**src/nanorv_consts.svh**
```systemverilog
// Data width, register count, opcode, funct3/funct7 and reset value macros
`ifndef NANORV_CONSTS_SVH
`define NANORV_CONSTS_SVH

// ================================================
// Widths
// ================================================
`define NANORV_XLEN      32
`define NANORV_NREGS     32
`define NANORV_REG_AW    5

// ================================================
// Major opcodes (RV32I)
// ================================================
`define NANORV_OPC_OP_IMM  7'b0010011
`define NANORV_OPC_OP      7'b0110011
`define NANORV_OPC_LUI     7'b0110111
`define NANORV_OPC_AUIPC   7'b0010111

// funct3 codes, shared by OP and OP-IMM
`define NANORV_F3_ADD    3'b000
`define NANORV_F3_SLL    3'b001
`define NANORV_F3_SLT    3'b010
`define NANORV_F3_SLTU   3'b011
`define NANORV_F3_XOR    3'b100
`define NANORV_F3_SR     3'b101
`define NANORV_F3_OR     3'b110
`define NANORV_F3_AND    3'b111

// funct7 values
`define NANORV_F7_BASE   7'b0000000
`define NANORV_F7_ALT    7'b0100000

// Register contents after reset
`define NANORV_REG_RESET 32'h0000_0000

`endif

```
**src/nanorv_pkg.sv**
```systemverilog
// Instruction union, ALU operation enum, control struct and write-back struct
`default_nettype none

`include "nanorv_consts.svh"

package nanorv_pkg;

   // ================================================
   // Instruction formats
   // ================================================

   // R format, also the source of the U immediate (upper 20 bits)
   typedef struct packed {
      logic [6:0]                 funct7;
      logic [`NANORV_REG_AW-1:0]  rs2;
      logic [`NANORV_REG_AW-1:0]  rs1;
      logic [2:0]                 funct3;
      logic [`NANORV_REG_AW-1:0]  rd;
      logic [6:0]                 opcode;
   } r_fmt_t;

   // I format
   typedef struct packed {
      logic [11:0]                imm12;
      logic [`NANORV_REG_AW-1:0]  rs1;
      logic [2:0]                 funct3;
      logic [`NANORV_REG_AW-1:0]  rd;
      logic [6:0]                 opcode;
   } i_fmt_t;

   // One instruction word, two views
   typedef union packed {
      r_fmt_t r_fmt;
      i_fmt_t i_fmt;
   } inst_u;

   // ================================================
   // ALU operations
   // ================================================
   typedef enum logic [3:0] {
      ALU_ADD    = 4'd0,
      ALU_SUB    = 4'd1,
      ALU_SLL    = 4'd2,
      ALU_SLT    = 4'd3,
      ALU_SLTU   = 4'd4,
      ALU_XOR    = 4'd5,
      ALU_SRL    = 4'd6,
      ALU_SRA    = 4'd7,
      ALU_OR     = 4'd8,
      ALU_AND    = 4'd9,
      ALU_PASS_B = 4'd10
   } alu_op_e;

   // Decoded controls for the ALU stage
   typedef struct packed {
      alu_op_e                    alu_op;
      logic                       use_imm;  // Port B takes the immediate
      logic                       use_pc;   // Port A takes the PC
      logic                       write_rd;
      logic [`NANORV_REG_AW-1:0]  rd;
   } ctrl_t;

   // Write-back request / report
   typedef struct packed {
      logic                       valid;
      logic [`NANORV_REG_AW-1:0]  rd;
      logic [`NANORV_XLEN-1:0]    data;
   } wb_t;

endpackage

`default_nettype wire

```
**src/nanorv_alu_stage.sv**
```systemverilog
// ALU stage: operand select, ALU, write request and registered write-back report
`timescale 1ns/1ps
`default_nettype none

`include "nanorv_consts.svh"

module nanorv_alu_stage (
   input  wire logic                   clk,
   input  wire logic                   rst_n,
   input  nanorv_pkg::ctrl_t           ctrl,
   input  wire logic [`NANORV_XLEN-1:0] imm,
   input  wire logic [`NANORV_XLEN-1:0] pc,
   input  wire logic [`NANORV_XLEN-1:0] rs1_data,
   input  wire logic [`NANORV_XLEN-1:0] rs2_data,
   input  wire logic                   illegal,
   output nanorv_pkg::wb_t             rf_wr,
   output nanorv_pkg::wb_t             wb,
   output logic                        illegal_instruction
);

   logic [`NANORV_XLEN-1:0]   port_a;
   logic [`NANORV_XLEN-1:0]   port_b;
   logic [`NANORV_REG_AW-1:0] shamt;
   logic [`NANORV_XLEN-1:0]   result;

   // ================================================
   // Operand selection
   // ================================================
   assign port_a = ctrl.use_pc  ? pc  : rs1_data;
   assign port_b = ctrl.use_imm ? imm : rs2_data;

   // Only the low 5 bits of B shift
   assign shamt = port_b[`NANORV_REG_AW-1:0];

   // ================================================
   // ALU
   // ================================================
   always_comb begin
      case (ctrl.alu_op)
         nanorv_pkg::ALU_ADD:    result = port_a + port_b;
         nanorv_pkg::ALU_SUB:    result = port_a - port_b;
         nanorv_pkg::ALU_SLL:    result = port_a << shamt;
         nanorv_pkg::ALU_SRL:    result = port_a >> shamt;
         nanorv_pkg::ALU_SRA:    result = $unsigned($signed(port_a) >>> shamt);
         nanorv_pkg::ALU_XOR:    result = port_a ^ port_b;
         nanorv_pkg::ALU_OR:     result = port_a | port_b;
         nanorv_pkg::ALU_AND:    result = port_a & port_b;
         nanorv_pkg::ALU_PASS_B: result = port_b;
         nanorv_pkg::ALU_SLT: begin
            result = {{(`NANORV_XLEN-1){1'b0}}, ($signed(port_a) < $signed(port_b))};
         end
         nanorv_pkg::ALU_SLTU: begin
            result = {{(`NANORV_XLEN-1){1'b0}}, (port_a < port_b)};
         end
         default:                result = port_b;
      endcase
   end

   // Same-cycle write request to the register file
   assign rf_wr = '{valid: ctrl.write_rd,
                    rd:    ctrl.rd,
                    data:  result};

   // ================================================
   // Write-back report, one cycle later
   // ================================================
   always_ff @(posedge clk or negedge rst_n) begin
      if (!rst_n) begin
         wb                  <= '0;
         illegal_instruction <= 1'b0;
      end else begin
         wb                  <= rf_wr;
         illegal_instruction <= illegal;
      end
   end

   // Decoder exclusivity must survive the register stage
   a_wb_not_illegal : assert property (@(posedge clk) disable iff (!rst_n)
      !(wb.valid && illegal_instruction))
      else $error("wb.valid and illegal_instruction high together");

endmodule

`default_nettype wire

```
**src/nanorv_core.sv**
```systemverilog
// Executor top: decoder, register file and ALU stage
`timescale 1ns/1ps
`default_nettype none

`include "nanorv_consts.svh"

module nanorv_core (
   input  wire logic                    clk,
   input  wire logic                    rst_n,
   input  wire logic                    inst_valid,
   input  wire logic [`NANORV_XLEN-1:0] inst,
   input  wire logic [`NANORV_XLEN-1:0] pc,
   output nanorv_pkg::wb_t              wb,
   output logic                         illegal_instruction
);

   nanorv_pkg::ctrl_t         ctrl;
   nanorv_pkg::wb_t           rf_wr;
   logic [`NANORV_XLEN-1:0]   imm;
   logic [`NANORV_REG_AW-1:0] rs1_idx;
   logic [`NANORV_REG_AW-1:0] rs2_idx;
   logic [`NANORV_XLEN-1:0]   rs1_data;
   logic [`NANORV_XLEN-1:0]   rs2_data;
   logic                      illegal;

   // ================================================
   // Decode and register read, in parallel
   // ================================================
   nanorv_decoder u_decoder (
      .inst       (nanorv_pkg::inst_u'(inst)),
      .inst_valid (inst_valid),
      .ctrl       (ctrl),
      .imm        (imm),
      .rs1_idx    (rs1_idx),
      .rs2_idx    (rs2_idx),
      .illegal    (illegal)
   );

   nanorv_regfile u_regfile (
      .clk      (clk),
      .rst_n    (rst_n),
      .rs1_idx  (rs1_idx),
      .rs2_idx  (rs2_idx),
      .wr       (rf_wr),
      .rs1_data (rs1_data),
      .rs2_data (rs2_data)
   );

   // Execute and write back
   nanorv_alu_stage u_alu_stage (
      .clk                 (clk),
      .rst_n               (rst_n),
      .ctrl                (ctrl),
      .imm                 (imm),
      .pc                  (pc),
      .rs1_data            (rs1_data),
      .rs2_data            (rs2_data),
      .illegal             (illegal),
      .rf_wr               (rf_wr),
      .wb                  (wb),
      .illegal_instruction (illegal_instruction)
   );

endmodule

`default_nettype wire

```
**src/nanorv_decoder.sv**
```systemverilog
// Instruction decoder for the RV32I arithmetic subset, immediate rebuild and illegal flag
`timescale 1ns/1ps
`default_nettype none

`include "nanorv_consts.svh"

module nanorv_decoder (
   input  nanorv_pkg::inst_u              inst,
   input  wire logic                      inst_valid,
   output nanorv_pkg::ctrl_t              ctrl,
   output logic [`NANORV_XLEN-1:0]        imm,
   output logic [`NANORV_REG_AW-1:0]      rs1_idx,
   output logic [`NANORV_REG_AW-1:0]      rs2_idx,
   output logic                           illegal
);

   logic [`NANORV_XLEN-1:0] imm_i;
   logic [`NANORV_XLEN-1:0] imm_u;
   logic [`NANORV_XLEN-1:0] imm_shamt;
   logic [6:0]              funct7;
   logic [2:0]              funct3;
   logic                    f7_base;
   logic                    f7_alt;
   logic                    legal;
   logic                    use_imm;
   logic                    use_pc;
   nanorv_pkg::alu_op_e     op;

   assign funct7  = inst.r_fmt.funct7;
   assign funct3  = inst.r_fmt.funct3;
   assign f7_base = (funct7 == `NANORV_F7_BASE);
   assign f7_alt  = (funct7 == `NANORV_F7_ALT);

   // ================================================
   // Immediate reconstruction
   // ================================================
   assign imm_i = {{(`NANORV_XLEN-12){inst.i_fmt.imm12[11]}}, inst.i_fmt.imm12};

   // U immediate is the upper 20 bits of the word
   assign imm_u = {inst.r_fmt.funct7, inst.r_fmt.rs2, inst.r_fmt.rs1,
                   inst.r_fmt.funct3, 12'b0};

   // Shift amount sits in the rs2 field
   assign imm_shamt = {{(`NANORV_XLEN-`NANORV_REG_AW){1'b0}}, inst.r_fmt.rs2};

   // ================================================
   // Opcode / funct decode
   // ================================================
   always_comb begin
      legal   = 1'b0;
      op      = nanorv_pkg::ALU_ADD;
      use_imm = 1'b0;
      use_pc  = 1'b0;
      imm     = imm_i;
      case (inst.r_fmt.opcode)
         `NANORV_OPC_OP_IMM: begin
            use_imm = 1'b1;
            legal   = 1'b1;
            case (funct3)
               `NANORV_F3_ADD:  op = nanorv_pkg::ALU_ADD;
               `NANORV_F3_SLT:  op = nanorv_pkg::ALU_SLT;
               `NANORV_F3_SLTU: op = nanorv_pkg::ALU_SLTU;
               `NANORV_F3_XOR:  op = nanorv_pkg::ALU_XOR;
               `NANORV_F3_OR:   op = nanorv_pkg::ALU_OR;
               `NANORV_F3_AND:  op = nanorv_pkg::ALU_AND;
               `NANORV_F3_SLL: begin
                  op    = nanorv_pkg::ALU_SLL;
                  imm   = imm_shamt;
                  legal = f7_base;
               end
               `NANORV_F3_SR: begin
                  // SRAI carries funct7 ALT in the upper imm bits
                  op    = f7_alt ? nanorv_pkg::ALU_SRA : nanorv_pkg::ALU_SRL;
                  imm   = imm_shamt;
                  legal = f7_base | f7_alt;
               end
               default: legal = 1'b0;
            endcase
         end
         `NANORV_OPC_OP: begin
            legal = f7_base;
            case (funct3)
               `NANORV_F3_ADD: begin
                  op    = f7_alt ? nanorv_pkg::ALU_SUB : nanorv_pkg::ALU_ADD;
                  legal = f7_base | f7_alt;
               end
               `NANORV_F3_SR: begin
                  op    = f7_alt ? nanorv_pkg::ALU_SRA : nanorv_pkg::ALU_SRL;
                  legal = f7_base | f7_alt;
               end
               `NANORV_F3_SLL:  op = nanorv_pkg::ALU_SLL;
               `NANORV_F3_SLT:  op = nanorv_pkg::ALU_SLT;
               `NANORV_F3_SLTU: op = nanorv_pkg::ALU_SLTU;
               `NANORV_F3_XOR:  op = nanorv_pkg::ALU_XOR;
               `NANORV_F3_OR:   op = nanorv_pkg::ALU_OR;
               `NANORV_F3_AND:  op = nanorv_pkg::ALU_AND;
               default:         legal = 1'b0;
            endcase
         end
         `NANORV_OPC_LUI: begin
            op      = nanorv_pkg::ALU_PASS_B;
            use_imm = 1'b1;
            imm     = imm_u;
            legal   = 1'b1;
         end
         `NANORV_OPC_AUIPC: begin
            op      = nanorv_pkg::ALU_ADD;
            use_imm = 1'b1;
            use_pc  = 1'b1;
            imm     = imm_u;
            legal   = 1'b1;
         end
         default: legal = 1'b0;
      endcase
   end

   // Register indices go straight to the register file
   assign rs1_idx = inst.r_fmt.rs1;
   assign rs2_idx = inst.r_fmt.rs2;

   assign ctrl = '{alu_op:   op,
                   use_imm:  use_imm,
                   use_pc:   use_pc,
                   write_rd: legal & inst_valid,
                   rd:       inst.r_fmt.rd};

   assign illegal = ~legal & inst_valid;

   // A valid word must be fully known
   always_comb begin
      a_inst_known : assert (!((inst_valid === 1'b1) && $isunknown(inst)))
         else $error("decoder received an unknown instruction word");
   end

endmodule

`default_nettype wire

```
**src/nanorv_regfile.sv**
```systemverilog
// 32x32 register file, two combinational read ports, one write port, x0 hardwired
`timescale 1ns/1ps
`default_nettype none

`include "nanorv_consts.svh"

module nanorv_regfile (
   input  wire logic                      clk,
   input  wire logic                      rst_n,
   input  wire logic [`NANORV_REG_AW-1:0] rs1_idx,
   input  wire logic [`NANORV_REG_AW-1:0] rs2_idx,
   input  nanorv_pkg::wb_t                wr,
   output logic [`NANORV_XLEN-1:0]        rs1_data,
   output logic [`NANORV_XLEN-1:0]        rs2_data
);

   // x1..x31 only, x0 has no storage
   logic [`NANORV_XLEN-1:0] regs [1:`NANORV_NREGS-1];

   // ================================================
   // Write port
   // ================================================
   always_ff @(posedge clk or negedge rst_n) begin
      if (!rst_n) begin
         for (int i = 1; i < `NANORV_NREGS; i++) begin
            regs[i] <= `NANORV_REG_RESET;
         end
      end else if (wr.valid && (wr.rd != '0)) begin
         regs[wr.rd] <= wr.data;
      end
   end

   // ================================================
   // Read ports
   // ================================================
   always_comb begin
      rs1_data = '0;
      rs2_data = '0;
      if (rs1_idx != '0) begin
         rs1_data = regs[rs1_idx];
      end
      if (rs2_idx != '0) begin
         rs2_data = regs[rs2_idx];
      end
   end

   // Destination index must be known whenever a write is requested
   a_wr_rd_known : assert property (@(posedge clk) disable iff (!rst_n)
      wr.valid |-> !$isunknown(wr.rd))
      else $error("regfile write with unknown rd");

endmodule

`default_nettype wire

```
**config.mk**
```make
export PLATFORM = sky130hd
export DESIGN_NAME = nanorv_core
export DESIGN_NICKNAME = d
export VERILOG_FILES = /design/src/nanorv_pkg.sv /design/src/nanorv_alu_stage.sv /design/src/nanorv_core.sv /design/src/nanorv_decoder.sv /design/src/nanorv_regfile.sv
export VERILOG_INCLUDE_DIRS = /design/src
export SDC_FILE = /design/constraint.sdc
export NUM_CORES = 2
export LEC_CHECK = 0
export BUFFER_PORTS_ARGS = -buffer_cell sky130_fd_sc_hd__buf_2
export CAP_MARGIN = 20
export CORE_AREA = 2 2 404 366
export CTS_CLUSTER_SIZE = 28
export DETAILED_ROUTE_END_ITERATION = 10
export DIE_AREA = 0 0 406 368
export MAX_ROUTING_LAYER = met4
export SYNTH_ARGS = -nofsm -noshare
export SYNTH_HDL_FRONTEND = slang
export SYNTH_HIERARCHICAL = 1
export SYNTH_SLANG_ARGS = --single-unit
export TNS_END_PERCENT = 1
```
**constraint.sdc**
```tcl
create_clock -name clk -period 8.1 [get_ports clk]
set_clock_uncertainty 0.1 [all_clocks]
set_input_delay 0.81 -clock clk [delete_from_list [all_inputs] [get_ports clk]]
set_output_delay 0.81 -clock clk [all_outputs]
set_load 0.005 [all_outputs]
```
# After elaboration in Yosys (flattened, before gate mapping)
# Cells that the tools add are included.
totals:
  out_inout_bits: 39
  wordCells: 115
  inputBits: 67
  register_bits: 1031
op_classes:
  bitwise: 10
  reduce_logical: 12
  eq_ne: 21
  magnitude_cmp: 6
  n_shift: 3
  mux: 26
  n_addsub: 2
ops:
  columns: ["cell", "n"]
  rows:
  - ["992-bit bitwise mux", 1]
  - ["32-bit binary-select mux with 5-bit select", 2]
  - ["32-bit two-way mux", 10]
  - ["32-bit case mux with 10 select lines", 1]
  - ["32-bit demux with 5-bit select", 1]
  - ["32-bit less-than comparator", 2]
  - ["32-bit case mux with 2 select lines", 1]
  - ["4-bit case mux with 8 select lines", 2]
  - ["32-bit adder", 1]
  - ["32-bit bitwise AND", 1]
  - ["32-bit OR", 1]
  - ["32-bit by 5-bit << shifter with 32-bit output", 1]
  - ["32-bit by 5-bit right shift with 32-bit output", 1]
  - ["32-bit by 5-bit >>> shifter with 32-bit output", 1]
  - ["32-bit subtractor", 1]
  - ["32-bit bitwise XOR", 1]
  - ["7-bit by 6-bit equality test with 1-bit output, second input constant", 3]
  - ["6-bit greater-or-equal comparator, second input constant", 3]
  - ["5-bit inverter with 6-bit output", 3]
  - ["4-bit by 3-bit equality test with 1-bit output, second input constant", 4]
  - ["5-bit nonzero test", 3]
  - ["7-bit by 5-bit equality test with 1-bit output, second input constant", 2]
  - ["3-bit equality test, second input constant", 4]
  - ["4-bit case mux with 3 select lines", 1]
  - ["other kinds (18)", 29]

# Logic depth before layout (Yosys ltp)
logic_depth:
  word_depth: 9
  ltp_mapped: 27
  depth_no_buf: 20

# Cells and area by module
# Netlist, hierarchy kept.
by_module_without_submodules:
  columns: ["module", "n_inst", "seq_area_each_um2", "cells_per_inst", "area_per_inst_um2"]
  rows:
  - ["nanorv_regfile", 1, 24823.8, 3666, 53501.3]
  - ["nanorv_alu_stage", 1, 975.9, 1486, 10796.6]
  - ["nanorv_decoder", 1, 0.0, 92, 621.8]

# Worst setup path after synthesis
# OpenSTA, ideal clock, no wires.
synth_timing:
  path_type: "input to register"
  startpoint: "input port inst[20]"
  endpoint: "register u_regfile/regs[664] (netlist name)"
  slack_ns: 1.745
  setup_time_ns: 0.128
  required_time_ns: 7.872
  path_stages: 26
  arrival_time_ns: 6.128
  path_buffers: 7
  path_cell_list: "buf_4 > buf_2 > buf_2 > buf_4 > mux4_2 > mux2i_1 > nand2_1 > o211ai_1 > o21ai_1 > mux2i_4 > inv_2 > buf_2 > buf_2 > ha_1 > fa_1 > o21bai_1 > a211oi_1 > o21ai_1 > nand3_1 > a31oi_1 > a21oi_1 > xor2_1 > a2111oi_2 > o22ai_1 > clkbuf_1 > mux2_1"
synth_rtl:
  columns: ["item", "line", "rtl"]
  rows:
  - ["from (decl)", "nanorv_core.sv:11", "input wire logic [`NANORV_XLEN-1:0] inst,"]
  - ["to (signal, indexed assignment)", "nanorv_regfile.sv:26", "regs[i] <= `NANORV_REG_RESET;"]
  - ["to (signal, indexed assignment)", "nanorv_regfile.sv:29", "regs[wr.rd] <= wr.data;"]
  - ["to (decl)", "nanorv_regfile.sv:18", "logic [`NANORV_XLEN-1:0] regs [1:`NANORV_NREGS-1];"]

==> flow_metrics.tcl <==
set metrics [dict create \
    syn_area_per_cell_um2 12.4 \
    seqCellArea_mm2 0.0258 \
    gpl.final_weighted_congestion 1.06 \
    count_of_distinct_cell_types_in_the_synthesized_netlist 97 \
    timing.hold.worst.class "in2reg" \
    synthArstFlopShare_pct 100 \
    syn-cell-area_mm2 0.0649 \
    die_w_um 406 \
    design.core.area_mm2 0.145 \
    final-max-slew-violation-count 0 \
    crit_path_end_kind "flip-flop" \
    first_iter_violations 5852 \
    grt_max_degree 158 \
    setup.worst_path.class "in2reg" \
    critical-path-slowest-cell "nor2b_4" \
    internal-power_uw 8810 \
    viasPerCell 6.63 \
    critical_path_buf_inv_count 5 \
    p_clk_share_pct 42.9 \
    finalSetupTns_ps 0 \
    critical-path-max-stage-delay_ps 770 \
    dpl-instance-area_mm2 0.0679 \
    post_cts_resize_count 0 \
    filler_cell_count_in_the_final_layout 12800 \
    number_of_instances_in_the_synthesized_netlist 5244 \
    cts-hold-fix-buffers 1 \
    synthMostInstantiatedCell "dfrtp_1" \
    initial_standard_cell_utilization_of_the_core_pct 44.7 \
    grt_antenna_before_repair 3 \
    crit_chain "buf_8 -> nor2b_4 -> buf_4 -> a221oi_1 -> nor3_1 -> a31oi_1 -> o21ai_1 -> mux2_2 -> inv_1 -> ha_1 -> inv_1 -> nand3_1 -> nor3b_1 -> a221oi_1 -> o31ai_1 -> a21oi_1 -> o31ai_1 -> a2111oi_0 -> a2bb2oi_2 -> buf_4 -> mux2_2" \
    vias 47800 \
    skew_pair_late_insertion_delay_ps 780 \
    swShare_pct 28.7 \
    req_time_crit_path_ps 8710 \
    switching_power_uw 3550 \
    port_buffers 105 \
    setup_repair_after_global_routing_missed_its_margin "no" \
    cp_top_family "compound AO/OA/AOI/OAI gates" \
    drtAntennaViolNets 0 \
    min_period_over_period_pct 88.0 \
    drt_drc_violations_left 0 \
    timing_worst_slew_pin_value_ps 1150 \
    period_minus_slack_ps 7130 \
    grt.total_usage_pct 32.8 \
    clockRootBuffer "clkbuf_16" \
    grt_overflow_total 0 \
    pin_count 106 \
    syn-num-nets 5411 \
    fmax_mhz 140 \
    synth_top_area_cell "dfrtp_1" \
    seqPwrFrac_pct 42.5 \
    number_of_h_tree_levels 3 \
    layout-area-overhead-vs-synth_pct 10.5 \
    detail_route.first_pass.iterations 8 \
    final_layout_size_suffix_gt1_share_pct 38.6 \
    combinationalPowerShare_pct 14.5 \
    synth.area.top_cells "dfrtp_1 (40%), mux2_2 (17%), mux4_2 (14%), mux2i_1 (5.3%), mux2_1 (2.6%)" \
    placement_rows 133 \
    grt_pass1_vias 47300 \
    static-leakage-power_uw 0.0330 \
    maxCapViolations 0 \
    die_area_mm2 0.149 \
    postLayoutCellArea_mm2 0.0717 \
    synth_seq_area_share_pct 39.7 \
    finalNetCount 5325 \
    cts_tree "done" \
    route.final.wire_length_um 240000 \
    synth_commonest_cells "dfrtp_1 (1031), mux2_2 (966), mux4_2 (403), mux2i_1 (344), nand2_1 (243)" \
    worst_setup_path_start_kind "input pin" \
    multi_input_comb_area_mm2 0.0366 \
    place.detailed.hpwl_um 155000 \
    slew_headroom_pct 23.4 \
    clock_sink_count 1031 \
    floorplan.die.height_um 368 \
    yosysTopAreaCellShare_pct 39.7 \
    outcome "complete, no violations" \
    clk_pin_slew_worst_paths_ps 60 \
    power_per_cell_area_mw_per_mm2 172 \
    synth-seq-cells 1031 \
    global_route_wire_length_before_repair_um 347000 \
    synth_ff_type "dfrtp_1" \
    worst-path-max-fanout 38 \
    setup_viol 0 \
    report.final.hold_viol_count 0 \
    ys.warnings.count 6 \
    detail_route.wl_per_cell_um 33.3 \
    cts_buffer_depth 3 \
    cp_data_arrival_time_ps 7730 \
    cts_buf_count 112 \
    number_of_enable_flip_flop_cells_after_synthesis 0 \
    ir_drop_mv 0.266 \
    post-cts-setup-buffer-count 0 \
]
flip-flops by register name, summed over array words and instances, names as in the netlist:
signal	cells
u_regfile/regs	992
u_alu_stage/wb	38
u_alu_stage/illegal_instruction	1
cells in the final DEF (no fill, tap or decap), types with 15 or more instances in the layout:
| master | n |
|---|---|
| dfrtp_1 | 1031 |
| mux2_2 | 966 |
| mux4_2 | 403 |
| mux2i_1 | 342 |
| nand2_1 | 229 |
| buf_4 | 205 |
| nor2_1 | 180 |
| mux2_1 | 151 |
| a21oi_1 | 145 |
| clkbuf_16 | 112 |
| o21ai_0 | 110 |
| ha_1 | 98 |
| buf_2 | 95 |
| nor2b_1 | 94 |
| inv_1 | 83 |
| nor3_1 | 72 |
| o211ai_1 | 71 |
| a221oi_1 | 69 |
| a31oi_1 | 62 |
| o21ai_1 | 56 |
| a21o_1 | 38 |
| a22oi_1 | 34 |
| nand3_1 | 34 |
| a211oi_1 | 33 |
| buf_12 | 29 |
| o221ai_1 | 29 |
| clkbuf_8 | 28 |
| o32a_1 | 24 |
| clkinv_2 | 23 |
| clkbuf_1 | 22 |
| mux2i_2 | 16 |
| o22ai_1 | 16 |
| o21bai_1 | 15 |
| o31ai_1 | 15 |
final timing paths:
kind / slack (ps) / cells past startpoint / to / start
worst min-delay path: 190 / 1 / u_alu_stage/wb[34] / inst[9]
worst max-delay path: 970 / 21 / u_regfile/regs[608] / inst[21]
worst min register to register: 410 / 1 / u_regfile/regs[787] / u_regfile/regs[787]
max in group asynchronous: 5420 / 4 / u_regfile/regs[784] / rst_n
worst max register to register: 1530 / 20 / u_regfile/regs[608] / u_regfile/regs[128]
min in group asynchronous: 500 / 2 / u_regfile/regs[45] / rst_n
layout make-up:
type | count | area share [%]
repair buffers | 338 | 3.79
inverters | 95 | 0.501
diodes | 4 | 0.0140
flip-flops and latches | 1031 | 36.0
multi-input cells | 3580 | 51.0
well taps | 1957 | 3.41
clock buffers | 162 | 4.56
clock inverters | 47 | 0.750
cell families after synthesis:
kind of cell | count (synthesis) | synth area share [%]
mux | 1893 | 39.4
flops | 1031 | 39.7
compound gates | 838 | 8.93
simple gates | 739 | 5.30
buf+inv | 633 | 4.56
fa+ha+maj | 100 | 1.95
xor+xnor | 10 | 0.135
metal layers:
metal | part of all wire (%) | vias to the layer above | wire length, µm | GRT usage (%)
met5 | 0 | - | 0 | -
met4 | 5.5 | 0 | 13300 | 14.8
met3 | 8.2 | 574 | 19600 | 6.23
met2 | 44 | 2351 | 107000 | 48.2
met1 | 42 | 25200 | 100000 | 44.1
li1 | - | 19700 | - | -
per-stage QoR:
stage                     total power [µW]  std cells  worst slack [ps]  util (%)  hold slack, ps
final                                12400       7214               974      49.4             192
after global routing                 12800       7211               855      49.4             168
after CTS                            12400       7209              1430      49.4             151
after detailed placement              7120       6999               646      46.7             392
after global placement                7120       6999               658      46.7             379
after floorplan                       6360       5244              1740         -             370
worst register-to-register path, cell delays in order (launching register included):
cell and delay (ps):
dfrtp_1 390, mux4_2 500, mux2_2 280, o211ai_1 170, o21ai_1 160, mux2i_4 340
inv_2 100, ha_1 240, fa_1 480, o21bai_1 330, a211oi_1 140, buf_4 180
o21ai_1 180, nand3_1 170, a31oi_1 470, a21oi_1 410, o31ai_1 690, a2111oi_0 270
a2bb2oi_2 230, buf_4 300, mux2_2 330
power by group through the flow:
| stage | sequential, µW | clock, µW | combinational, µW |
|---|---|---|---|
| finish | 5260 | 5300 | 1800 |
| global route | 5260 | 5600 | 1890 |
| CTS | 5260 | 5390 | 1770 |
| detailed placement | 5350 | 0 | 1760 |
| global placement | 5350 | 0 | 1770 |
| floorplan | 5340 | 0 | 1020 |
No activity file was read; power rests on OpenSTA's default activity.
